### src/pwconv_pkg.sv
`default_nettype none

package pwconv_pkg;

    // Element widths of the datapath.
    localparam int ACT_WIDTH = 8;
    localparam int WEIGHT_WIDTH = 8;

    // Upper bound on the input and output channel counts.
    localparam int MAX_CHANNELS = 16;
    localparam int CHAN_WIDTH = $clog2(MAX_CHANNELS);

    // A full sum never overflows, even with MAX_CHANNELS terms and a bias.
    localparam int ACC_WIDTH = ACT_WIDTH + WEIGHT_WIDTH + 1 + CHAN_WIDTH;

    typedef bit [ACT_WIDTH-1:0] act_t;
    typedef bit signed [WEIGHT_WIDTH-1:0] weight_t;
    typedef bit signed [ACC_WIDTH-1:0] acc_t;
    typedef bit [CHAN_WIDTH-1:0] chan_t;

    // Tag that follows one cycle of work down the multiply-add chain.
    typedef struct packed {
        bit valid;
        chan_t out_channel;
    } seq_token_t;

    localparam int DEF_IN_CHANNELS = 3;
    localparam int DEF_OUT_CHANNELS = 4;

    // Indexed as [output channel][input channel].
    localparam weight_t [DEF_OUT_CHANNELS-1:0][DEF_IN_CHANNELS-1:0] DEF_WEIGHT = '{
        0: '{0: weight_t'(3), 1: weight_t'(-2), 2: weight_t'(7)},
        1: '{0: weight_t'(-128), 1: weight_t'(127), 2: weight_t'(1)},
        2: '{0: weight_t'(0), 1: weight_t'(-5), 2: weight_t'(-9)},
        3: '{0: weight_t'(12), 1: weight_t'(4), 2: weight_t'(-1)}
    };

    // One bias per output channel.
    localparam acc_t [DEF_OUT_CHANNELS-1:0] DEF_BIAS = '{
        0: acc_t'(10),
        1: acc_t'(-300),
        2: acc_t'(1000),
        3: acc_t'(-1)
    };

endpackage : pwconv_pkg

`default_nettype wire

### src/pwconv_delay_line.sv
`timescale 1ns/100ps
`default_nettype none

module pwconv_delay_line #(
    parameter type payload_t = bit,
    parameter int DEPTH = 1
) (
    input bit clock_i,
    input bit reset_i,
    input bit enable_i,
    input payload_t data_i,
    output payload_t data_o
);

    if (DEPTH == 0) begin : g_pass
        assign data_o = data_i;
    end : g_pass
    else begin : g_shift
        payload_t stages[DEPTH];

        // Every stage moves one step only when the pipeline is enabled.
        always_ff @(posedge clock_i) begin
            if (!reset_i) begin
                for (int index = 0; index < DEPTH; index++) begin
                    stages[index] <= '0;
                end
            end else if (enable_i) begin
                stages[0] <= data_i;
                for (int index = 1; index < DEPTH; index++) begin
                    stages[index] <= stages[index-1];
                end
            end
        end

        assign data_o = stages[DEPTH-1];
    end : g_shift

endmodule : pwconv_delay_line

`default_nettype wire

### src/pwconv_input_sequencer.sv
`timescale 1ns/100ps
`default_nettype none

module pwconv_input_sequencer
    import pwconv_pkg::*;
#(
    parameter int IN_CHANNELS = DEF_IN_CHANNELS,
    parameter int OUT_CHANNELS = DEF_OUT_CHANNELS
) (
    input bit clock_i,
    input bit reset_i,
    input bit slave_valid_i,
    input bit master_ready_i,
    input act_t [IN_CHANNELS-1:0] slave_data_i,
    output bit slave_ready_o,
    output seq_token_t token_o,
    output act_t [IN_CHANNELS-1:0] act_o
);

    localparam chan_t LAST_CHANNEL = chan_t'(OUT_CHANNELS - 1);

    // Output channel being computed for the element currently held at the input.
    chan_t channel;

    always_ff @(posedge clock_i) begin
        if (!reset_i) begin
            channel <= '0;
        end else if (master_ready_i && slave_valid_i) begin
            channel <= (channel == LAST_CHANNEL) ? '0 : channel + chan_t'(1);
        end
    end

    // The element is consumed only in its last channel cycle.
    assign slave_ready_o = master_ready_i && (channel == LAST_CHANNEL);

    assign token_o.valid = slave_valid_i;
    assign token_o.out_channel = channel;

    assign act_o = slave_data_i;

endmodule : pwconv_input_sequencer

`default_nettype wire

### src/pwconv_mac_stage.sv
`timescale 1ns/100ps
`default_nettype none

module pwconv_mac_stage
    import pwconv_pkg::*;
#(
    parameter int STAGE = 0,
    parameter int IN_CHANNELS = DEF_IN_CHANNELS,
    parameter int OUT_CHANNELS = DEF_OUT_CHANNELS,
    parameter weight_t [OUT_CHANNELS-1:0][IN_CHANNELS-1:0] WEIGHT = DEF_WEIGHT
) (
    input bit clock_i,
    input bit reset_i,
    input bit enable_i,
    input act_t act_i,
    input seq_token_t token_i,
    input acc_t psum_i,
    output seq_token_t token_o,
    output acc_t psum_o
);

    // Picks this stage's weight for one output channel; unused channels read as zero.
    function automatic weight_t select_weight(chan_t channel);
        weight_t weight;
        weight = '0;
        for (int out_channel = 0; out_channel < OUT_CHANNELS; out_channel++) begin
            if (chan_t'(out_channel) == channel) begin
                weight = WEIGHT[out_channel][STAGE];
            end
        end
        return weight;
    endfunction : select_weight

    act_t act_delayed;
    weight_t weight;
    acc_t product;

    // The token reaches stage k k cycles after it left the sequencer,
    // so the activation is skewed by the same amount.
    pwconv_delay_line #(
        .payload_t(act_t),
        .DEPTH(STAGE)
    ) u_act_skew (
        .clock_i(clock_i),
        .reset_i(reset_i),
        .enable_i(enable_i),
        .data_i(act_i),
        .data_o(act_delayed)
    );

    assign weight = select_weight(token_i.out_channel);

    // Activations are unsigned, so a zero sign bit is added before the signed multiply.
    assign product = acc_t'(weight) * acc_t'($signed({1'b0, act_delayed}));

    always_ff @(posedge clock_i) begin
        if (!reset_i) begin
            token_o <= '0;
        end else if (enable_i) begin
            token_o <= token_i;
        end
    end

    always_ff @(posedge clock_i) begin
        if (enable_i) begin
            psum_o <= psum_i + product;
        end
    end

endmodule : pwconv_mac_stage

`default_nettype wire

### src/pwconv_mac_chain.sv
`timescale 1ns/100ps
`default_nettype none

module pwconv_mac_chain
    import pwconv_pkg::*;
#(
    parameter int IN_CHANNELS = DEF_IN_CHANNELS,
    parameter int OUT_CHANNELS = DEF_OUT_CHANNELS,
    parameter weight_t [OUT_CHANNELS-1:0][IN_CHANNELS-1:0] WEIGHT = DEF_WEIGHT,
    parameter acc_t [OUT_CHANNELS-1:0] BIAS = DEF_BIAS
) (
    input bit clock_i,
    input bit reset_i,
    input bit enable_i,
    input seq_token_t token_i,
    input act_t [IN_CHANNELS-1:0] act_i,
    output seq_token_t token_o,
    output acc_t result_o
);

    // Bias of one output channel, zero for channels past OUT_CHANNELS.
    function automatic acc_t select_bias(chan_t channel);
        acc_t bias;
        bias = '0;
        for (int out_channel = 0; out_channel < OUT_CHANNELS; out_channel++) begin
            if (chan_t'(out_channel) == channel) begin
                bias = BIAS[out_channel];
            end
        end
        return bias;
    endfunction : select_bias

    // Link k feeds stage k; the last link is the chain output.
    seq_token_t tokens[IN_CHANNELS+1];
    acc_t psums[IN_CHANNELS+1];

    assign tokens[0] = token_i;
    assign psums[0] = select_bias(token_i.out_channel);

    for (genvar stage = 0; stage < IN_CHANNELS; stage++) begin : g_stage
        pwconv_mac_stage #(
            .STAGE(stage),
            .IN_CHANNELS(IN_CHANNELS),
            .OUT_CHANNELS(OUT_CHANNELS),
            .WEIGHT(WEIGHT)
        ) u_mac_stage (
            .clock_i(clock_i),
            .reset_i(reset_i),
            .enable_i(enable_i),
            .act_i(act_i[stage]),
            .token_i(tokens[stage]),
            .psum_i(psums[stage]),
            .token_o(tokens[stage+1]),
            .psum_o(psums[stage+1])
        );
    end : g_stage

    assign token_o = tokens[IN_CHANNELS];
    assign result_o = psums[IN_CHANNELS];

endmodule : pwconv_mac_chain

`default_nettype wire

### src/pwconv_output_collector.sv
`timescale 1ns/100ps
`default_nettype none

module pwconv_output_collector
    import pwconv_pkg::*;
#(
    parameter int OUT_CHANNELS = DEF_OUT_CHANNELS
) (
    input bit clock_i,
    input bit reset_i,
    input bit master_ready_i,
    input seq_token_t token_i,
    input acc_t result_i,
    output bit master_valid_o,
    output act_t [OUT_CHANNELS-1:0] master_data_o
);

    localparam chan_t LAST_CHANNEL = chan_t'(OUT_CHANNELS - 1);

    // Only the low bits of each sum leave the core.
    act_t result_low;

    assign result_low = act_t'(result_i);

    // The last channel of an element completes the output vector.
    assign master_valid_o = token_i.valid && (token_i.out_channel == LAST_CHANNEL);

    for (genvar channel = 0; channel < OUT_CHANNELS; channel++) begin : g_channel
        if (channel == OUT_CHANNELS - 1) begin : g_last
            // Presented straight from the chain, in the same cycle as master_valid_o.
            assign master_data_o[channel] = result_low;
        end : g_last
        else begin : g_buffered
            act_t buffer;

            // Earlier channels wait here until the last one arrives.
            always_ff @(posedge clock_i) begin
                if (!reset_i) begin
                    buffer <= '0;
                end else if (master_ready_i && token_i.valid &&
                             token_i.out_channel == chan_t'(channel)) begin
                    buffer <= result_low;
                end
            end

            assign master_data_o[channel] = buffer;
        end : g_buffered
    end : g_channel

endmodule : pwconv_output_collector

`default_nettype wire

### src/pwconv_top.sv
`timescale 1ns/100ps
`default_nettype none

module pwconv_top
    import pwconv_pkg::*;
#(
    parameter int IN_CHANNELS = DEF_IN_CHANNELS,
    parameter int OUT_CHANNELS = DEF_OUT_CHANNELS,
    parameter weight_t [OUT_CHANNELS-1:0][IN_CHANNELS-1:0] WEIGHT = DEF_WEIGHT,
    parameter acc_t [OUT_CHANNELS-1:0] BIAS = DEF_BIAS
) (
    input bit clock_i,
    input bit reset_i,

    input bit slave_valid_i,
    output bit slave_ready_o,
    input act_t [IN_CHANNELS-1:0] slave_data_i,

    output bit master_valid_o,
    input bit master_ready_i,
    output act_t [OUT_CHANNELS-1:0] master_data_o
);

    seq_token_t seq_token;
    act_t [IN_CHANNELS-1:0] seq_act;
    seq_token_t chain_token;
    acc_t chain_result;

    pwconv_input_sequencer #(
        .IN_CHANNELS(IN_CHANNELS),
        .OUT_CHANNELS(OUT_CHANNELS)
    ) u_sequencer (
        .clock_i(clock_i),
        .reset_i(reset_i),
        .slave_valid_i(slave_valid_i),
        .master_ready_i(master_ready_i),
        .slave_data_i(slave_data_i),
        .slave_ready_o(slave_ready_o),
        .token_o(seq_token),
        .act_o(seq_act)
    );

    // master_ready_i acts as the clock enable of the whole pipeline.
    pwconv_mac_chain #(
        .IN_CHANNELS(IN_CHANNELS),
        .OUT_CHANNELS(OUT_CHANNELS),
        .WEIGHT(WEIGHT),
        .BIAS(BIAS)
    ) u_mac_chain (
        .clock_i(clock_i),
        .reset_i(reset_i),
        .enable_i(master_ready_i),
        .token_i(seq_token),
        .act_i(seq_act),
        .token_o(chain_token),
        .result_o(chain_result)
    );

    pwconv_output_collector #(
        .OUT_CHANNELS(OUT_CHANNELS)
    ) u_collector (
        .clock_i(clock_i),
        .reset_i(reset_i),
        .master_ready_i(master_ready_i),
        .token_i(chain_token),
        .result_i(chain_result),
        .master_valid_o(master_valid_o),
        .master_data_o(master_data_o)
    );

endmodule : pwconv_top

`default_nettype wire

### config.mk
export PLATFORM = sky130hd
export DESIGN_NAME = pwconv_top
export DESIGN_NICKNAME = d
export VERILOG_FILES = /design/src/pwconv_pkg.sv /design/src/pwconv_delay_line.sv /design/src/pwconv_input_sequencer.sv /design/src/pwconv_mac_stage.sv /design/src/pwconv_mac_chain.sv /design/src/pwconv_output_collector.sv /design/src/pwconv_top.sv
export SDC_FILE = /design/constraint.sdc
export NUM_CORES = 1
export LEC_CHECK = 0
export BUFFER_PORTS_ARGS = -buffer_cell sky130_fd_sc_hd__buf_2
export CAP_MARGIN = 20
export CORE_MARGIN = 2
export CORE_UTILIZATION = 39
export CTS_CLUSTER_DIAMETER = 60
export DETAILED_ROUTE_END_ITERATION = 8
export MAX_ROUTING_LAYER = met4
export REMOVE_ABC_BUFFERS = 1
export SYNTH_ARGS = -nofsm -noshare
export SYNTH_HDL_FRONTEND = slang
export SYNTH_SLANG_ARGS = --single-unit
export TNS_END_PERCENT = 20
### constraint.sdc
create_clock -name clock_i -period 4.6 [get_ports clock_i]
set_clock_uncertainty 0.15 [all_clocks]
set_input_delay 0.69 -clock clock_i [delete_from_list [all_inputs] [get_ports clock_i]]
set_output_delay 0.69 -clock clock_i [all_outputs]
set_load 0.05 [all_outputs]
Word-level counts from Yosys, hierarchy flattened. Memory sizes are Yosys's and may differ from the RTL's. Cells that the tools add are included.

Equality and inequality tests: 13. Multiply operators: 3. Muxes and demuxes: 25. Bitwise gates (word level): 2. Reductions and logical operators: 12. Add/sub/neg operators: 4.

Operators by type and width (count): $mux W8 (17); $mul A8 B9 Y8 (3); $add A8 B8 Y8 (3); $eq A2 B4 Y1 const A (6); $logic_not A4 Y1 (4); $eq A1 B4 Y1 const A (3); $eq A4 B2 Y1 const B (3); $mux W4 (2); $reduce_or A8 Y1 (1); $logic_and A1 B1 Y1 (7); $mux W1 (5); $add A4 B1 Y4 const B (1); $eq A4 B1 Y1 const B (1); $mux W3 (1); $or A1 B1 Y1 (2).

Output and inout bits: 34. Bits in writable memories: 24. Bits in registers: 67. Memories kept: 2. Word-level logic and storage cells: 74. Input bits: 28.

Memories: u_mac_chain.g_stage[2].u_mac_stage.u_act_skew.g_shift.stages (depth 2, bits a word 8, rd ports 2, clocked after Yosys merged registers in 0, write ports 2, RTL line pwconv_delay_line.sv:19) `payload_t stages[DEPTH];`; u_mac_chain.g_stage[1].u_mac_stage.u_act_skew.g_shift.stages (depth 1, bits a word 8, rd ports 1, clocked after Yosys merged registers in 0, write ports 1, RTL line pwconv_delay_line.sv:19).

Depth between registers and ports, before layout.
Depth after elaboration: 7. Mapped depth: 19. Mapped depth without buffers: 19.

By module. A second synthesis with hierarchy kept.

Cell total of the unflattened synthesis: 1293. Area total of the unflattened synthesis: 13436.6 um^2.

Modules (own cells, without submodules): pwconv_mac_stage (u_mac_chain.g_stage[0].u_mac_stage) (times used 1, sequential area each 730.7 um^2, cells each 378, area an instance 3878.7 um^2); pwconv_mac_stage (u_mac_chain.g_stage[1].u_mac_stage) (times used 1, sequential area each 730.7 um^2, cells each 381, area an instance 3862.5 um^2); pwconv_mac_stage (u_mac_chain.g_stage[2].u_mac_stage) (times used 1, sequential area each 730.7 um^2, cells each 309, area an instance 3233.1 um^2); pwconv_output_collector (times used 1, sequential area each 480.5 um^2, cells each 100, area an instance 984.7 um^2); pwconv_delay_line (u_mac_chain.g_stage[2].u_mac_stage.u_act_skew) (times used 1, sequential area each 480.5 um^2, cells each 43, area an instance 673.1 um^2); pwconv_input_sequencer (times used 1, sequential area each 80.1 um^2, cells each 47, area an instance 386.6 um^2); pwconv_delay_line (u_mac_chain.g_stage[1].u_mac_stage.u_act_skew) (times used 1, sequential area each 240.2 um^2, cells each 17, area an instance 296.5 um^2); pwconv_mac_chain (times used 1, sequential area each 0.0 um^2, cells each 10, area an instance 61.3 um^2); pwconv_delay_line (u_mac_chain.g_stage[0].u_mac_stage.u_act_skew) (times used 1, sequential area each 0.0 um^2, cells each 8, area an instance 60.1 um^2).

Least setup slack after synthesis. Ideal clock, no wire load.

Kind: register to register. Start: reg u_sequencer.channel[0]. End: reg u_mac_chain.g_stage[0].u_mac_stage.psum_o[7] (data pin). Setup time: 0.268 ns. Slack: -0.281 ns. Stages on the path, launching flop included: 19. Path buffers: 0. Clock period less this slack: 4.881 ns. Arrival time: 4.463 ns. Required time: 4.182 ns. Cells stage by stage: dfxtp_1 > inv_1 > ha_1 > o21ba_2 > o21a_1 > nand2_1 > fa_1 > inv_1 > fa_1 > ha_1 > inv_1 > fa_1 > inv_1 > ha_1 > ha_1 > a21o_1 > a21oi_1 > xor2_1 > xnor3_1.

Word-level cells in the longest chain between the ends: 7. Elaborated cells on any way between the ends: 14. Classes of those cells: add/sub: 1; mul: 1; eq/ne: 3; mux: 8; reduce/logical: 1.

RTL lines: start, declared (RTL line pwconv_input_sequencer.sv:23) `chan_t channel;`; start signal, assigned (RTL line pwconv_input_sequencer.sv:29) `channel <= (channel == LAST_CHANNEL) ? '0 : channel + chan_t'(1);`; $logic_not A4 Y1 (RTL line pwconv_mac_stage.sv:27, pwconv_mac_chain.sv:26); $mux W8 (RTL line pwconv_mac_stage.sv:27, pwconv_mac_chain.sv:26); $mux W8 (3 in a row) (RTL line pwconv_mac_stage.sv:27) `if (chan_t'(out_channel) == channel) begin`; $mul A8 B9 Y8 (RTL line pwconv_mac_stage.sv:54) `assign product = acc_t'(weight) * acc_t'($signed({1'b0, act_delayed}));`; $add A8 B8 Y8 (*) (RTL line pwconv_mac_stage.sv:66) `psum_o <= psum_i + product;`; end signal, assigned (RTL line pwconv_mac_stage.sv:66); end, declared (RTL line pwconv_mac_stage.sv:19) `output acc_t psum_o`.

Mark *: on every way between the ends. The rest lies on a longest branch, timed or not. A chain may end at the register's enable or synchronous reset.

Worst setup path in the final report.
Start: reg u_sequencer.channel[1]. End: reg u_mac_chain.g_stage[0].u_mac_stage.psum_o[7] (data pin).

The elaborated chain is that of the path after synthesis.

==> summary.md <==
| Metric | Value |
|---|---|
| Netlist cell types | 41 |
| Final worst path period need | between 4 and 5 ns |
| Final HPWL DP | 10100 µm |
| Drt first pass iters | 4 |
| Warning count from the yosys run | 0 |
| Critical Path Start Type | register |
| CP Cell Sequence | inv_4, ha_4, o21ba_4, o21a_4, nand2_2, fa_1, fa_1, fa_1, inv_1, fa_1, ha_4, ha_4, a21oi_2, xor2_1, xnor3_1 |
| H-tree depth | 3 |
| Max-Cap Viols | 0 |
| Ys flop type | edfxtp_1 |
| Most used cell, CP | fa_1 |
| Clock Latency Late Sink | 0.34 ns |
| Reg2reg setup slack | -0.12 ns |
| Fin nets | 821 |
| Top cells by count, synth | 79 x inv_1, 64 x ha_1, 49 x fa_1 |
| Min-Delay Path Class | register to register |
| Post-CTS Hold Fix Bufs | 0 |
| Sequential area share after synthesis | 0.360 |
| Initial detailed-routing violation count | approximately 160 |
| Critical path's top delay family | adder cells |
| Ranking of synthesized cells by area | edfxtp_1 23%, fa_1 15%, dfxtp_1 13%, ha_1 13%, mux2i_1 6.3% |
| Crit share post-route | 1.03 |
| Syn-to-layout area delta | 23.1% |
| Area taken by multi-input logic gates | ~0.004 mm² |
| Largest area contributor in the netlist | edfxtp_1 |
| Crit Path Max Fanout | 6 |
| Pre-CTS WS | -0.416 ns |
| Reg area | roughly 0.0023 mm² |
| Core area | 0.0159 mm² |
| Total Wirelength | 13200 µm |
| CP Depth | 15 |
| Final instance area | 0.00787 mm² |
| Final Hold Fails | 0 |
| Static leakage | 3.73 nW |
| Critical Path Start | u_sequencer.channel[1] |
| Syn Std Cell Area | about 0.0064 mm² |
| Clock transition at path regs | 0.07 ns |
| RSZ-0062 raised after global routing | true |
| GRT overflow | 0 |
| DRC viols | 0 |
| Count leader, synth | inv_1 |
| Syn Area/Cell | 11.1 µm² |
| CP Capture Point | u_mac_chain.g_stage[0].u_mac_stage.psum_o[7] |
| Status | finished with violations |
| Worst vdd ir | 286 µV |
| Ant. Diodes | 0 |
| First-pass GRT wire length | 22100 µm |
| # port buffers | 61 |
| Vias in the first global route | 4609 |
| Number of vias per cell | 4.74 |
| Buffer depth of the longest clock path | 2 |
| # rows | 46 |
| Kind of critical path | register to register |
| Slowest CP cell | fa_1 |
| Overall Global Routing Usage | 0.163 |
| Die height | 132 µm |
| CP required | roughly 4.5 ns |
| Pin count of the biggest net entering global routing | 50 |
| Initial Util | 0.401 |
| CTS root buffer | clkbuf_16 |
| I/O pin cnt | 62 |
| Max stage delay on crit path | 0.49 ns |
| Critical Path End Type | register |
| Layout cell share with drive strength beyond 1 | 0.270 |
| Worst EP arrival | 4.66 ns |
| Max Clk Rate | 212 MHz |
| Vias | 4270 |
| Fraction of registers with async set/reset | 0 |
| Antenna violations before repair | 0 |
| Slew Viols, Final | 0 |
| ANT nets after route | 0 |
| Synth top area share | 0.226 |
| Filler cell count | roughly 1500 |
| Worst reg-to-reg path cell count | 15 |
| Post-synth EDFFs | between 40 and 50 |
| Routability congestion estimate | 0.883 |
| CTS tree | built |
| Crit Reg-Reg Endpoint | u_mac_chain.g_stage[0].u_mac_stage.psum_o[7] |
| Worst slew margin | 0.578 |
| Register bit total from synthesis | 91 |
| PD cells | 470 mW/mm² |
| Dpl cell area | 0.00726 mm² |
| Failing checks | negative setup slack |
| Total die area | between 0.015 and 0.02 mm² |
| RR Startpoint | u_sequencer.channel[1] |
| PnR worst setup slack | -0.124 ns |
| Cts bufs inserted | 9 |
| CTS Sinks | 91 |
| Syn Inst Count | 575 |
| WP buf/inv | 2 |
| Worst-Margin Slew | 0.633 ns |
| Avg WL per Cell | 14.6 µm |
| Setup-failing EPs final | 1 |
| Die width | 132 µm |
## sequential cells by signal (all words and copies together) (netlist names)
signal	flops
u_mac_chain.g_stage.u_mac_stage.token_o	15
u_collector.g_channel.g_buffered.buffer	24
u_mac_chain.g_stage.u_mac_stage.psum_o	24
u_sequencer.channel	4
u_mac_chain.g_stage.u_mac_stage.u_act_skew.g_shift.stages	24
## area by class of cell
cell class | count | area share
Inverter | 80 | 0.0385
Tap cell | 216 | 0.0344
Clock buffer | 9 | 0.0286
Timing Repair Buffer | 110 | 0.0886
Multi-Input combinational cell | 388 | 0.508
Sequential cell | 91 | 0.295
Clock inverter | 7 | 0.00732
## timing repair
action / 4_1_cts / 5_1_grt
gates resized for setup: 49 / 17
setup endpoints to repair: 4 / 4
pin swaps: 28 / 7
buffers inserted: 3 / 0
## tightest hold or removal path, cell delays in order, from the launching register on
cell	delay (ns)
dfxtp_1	0.31
nand2b_1	0.06
a21boi_0	0.07
## layer usage
layer  part of all wire  global-route usage  vias up
li1                   -                   -     2092
met4              0.020              0.0562        0
met3              0.029              0.0296       17
met1               0.45               0.195     2089
met2               0.50               0.278       72
met5                  0                   -        -
## cells in the final DEF (no fill, tap or decap), types with 4 or more instances in the layout
cell	n
and2_1	24
dfxtp_2	6
nand2_1	30
and2_4	4
nand3_1	5
inv_1	73
buf_4	45
nor2_1	8
dfxtp_1	35
a21boi_0	4
xor2_1	11
clkbuf_16	9
ha_4	13
and3_1	26
fa_1	47
inv_2	6
buf_2	61
a21oi_1	5
ha_1	50
xnor2_1	28
nand2_2	5
o21ai_0	5
mux2i_1	40
nor2b_1	40
edfxtp_1	48
## kinds of logic (layout without fill, tap and decap cells)
kind of cell,count (synthesis),in the layout,synth area share
flip-flops,91,91,0.360
adder cells (fa/ha/maj),113,113,0.279
AND/OR/NAND/NOR,165,165,0.148
buffers and inverters,96,206,0.0572
XOR/XNOR,44,44,0.0668
AO/OA/AOI/OAI,26,26,0.0260
multiplexers,40,40,0.0626
## where the power goes
part           switching, mW  leakage, nW  total (mW)  internal [mW]
Sequential            0.0641        0.847        1.11           1.05
Combinational          0.949         2.74        1.88          0.930
Clock                  0.331        0.144       0.707          0.376
## how the worst min path moves through the flow
stage                                                              from                                       endpoint  slack, ns  depth (start not counted)
after detailed placement  u_mac_chain.g_stage[0].u_mac_stage.token_o[4]  u_mac_chain.g_stage[0].u_mac_stage.token_o[4]       0.33                          2
after CTS                 u_mac_chain.g_stage[0].u_mac_stage.token_o[4]  u_mac_chain.g_stage[0].u_mac_stage.token_o[4]       0.34                          2
after global routing      u_mac_chain.g_stage[0].u_mac_stage.token_o[4]  u_mac_chain.g_stage[0].u_mac_stage.token_o[4]       0.37                          2
after global placement    u_mac_chain.g_stage[0].u_mac_stage.token_o[4]  u_mac_chain.g_stage[0].u_mac_stage.token_o[4]       0.32                          2
final                     u_mac_chain.g_stage[0].u_mac_stage.token_o[4]  u_mac_chain.g_stage[0].u_mac_stage.token_o[4]       0.34                          2
after floorplan           u_mac_chain.g_stage[0].u_mac_stage.token_o[4]  u_mac_chain.g_stage[0].u_mac_stage.token_o[4]       0.31                          2
## metrics by stage
step	hold WS, ns	power [mW]	setup TNS (ns)	util	instances
2_1_floorplan	0.306	2.30	-0.321	-	559
4_1_cts	0.345	3.66	-0.188	0.489	901
3_5_place_dp	0.334	2.77	-0.652	0.455	882
3_3_place_gp	0.323	2.69	-0.348	0.455	882
5_1_grt	0.370	4.03	-0.392	0.493	901
6_report	0.339	3.70	-0.124	0.493	901
Note: power is estimated with default switching activity, not from simulation.
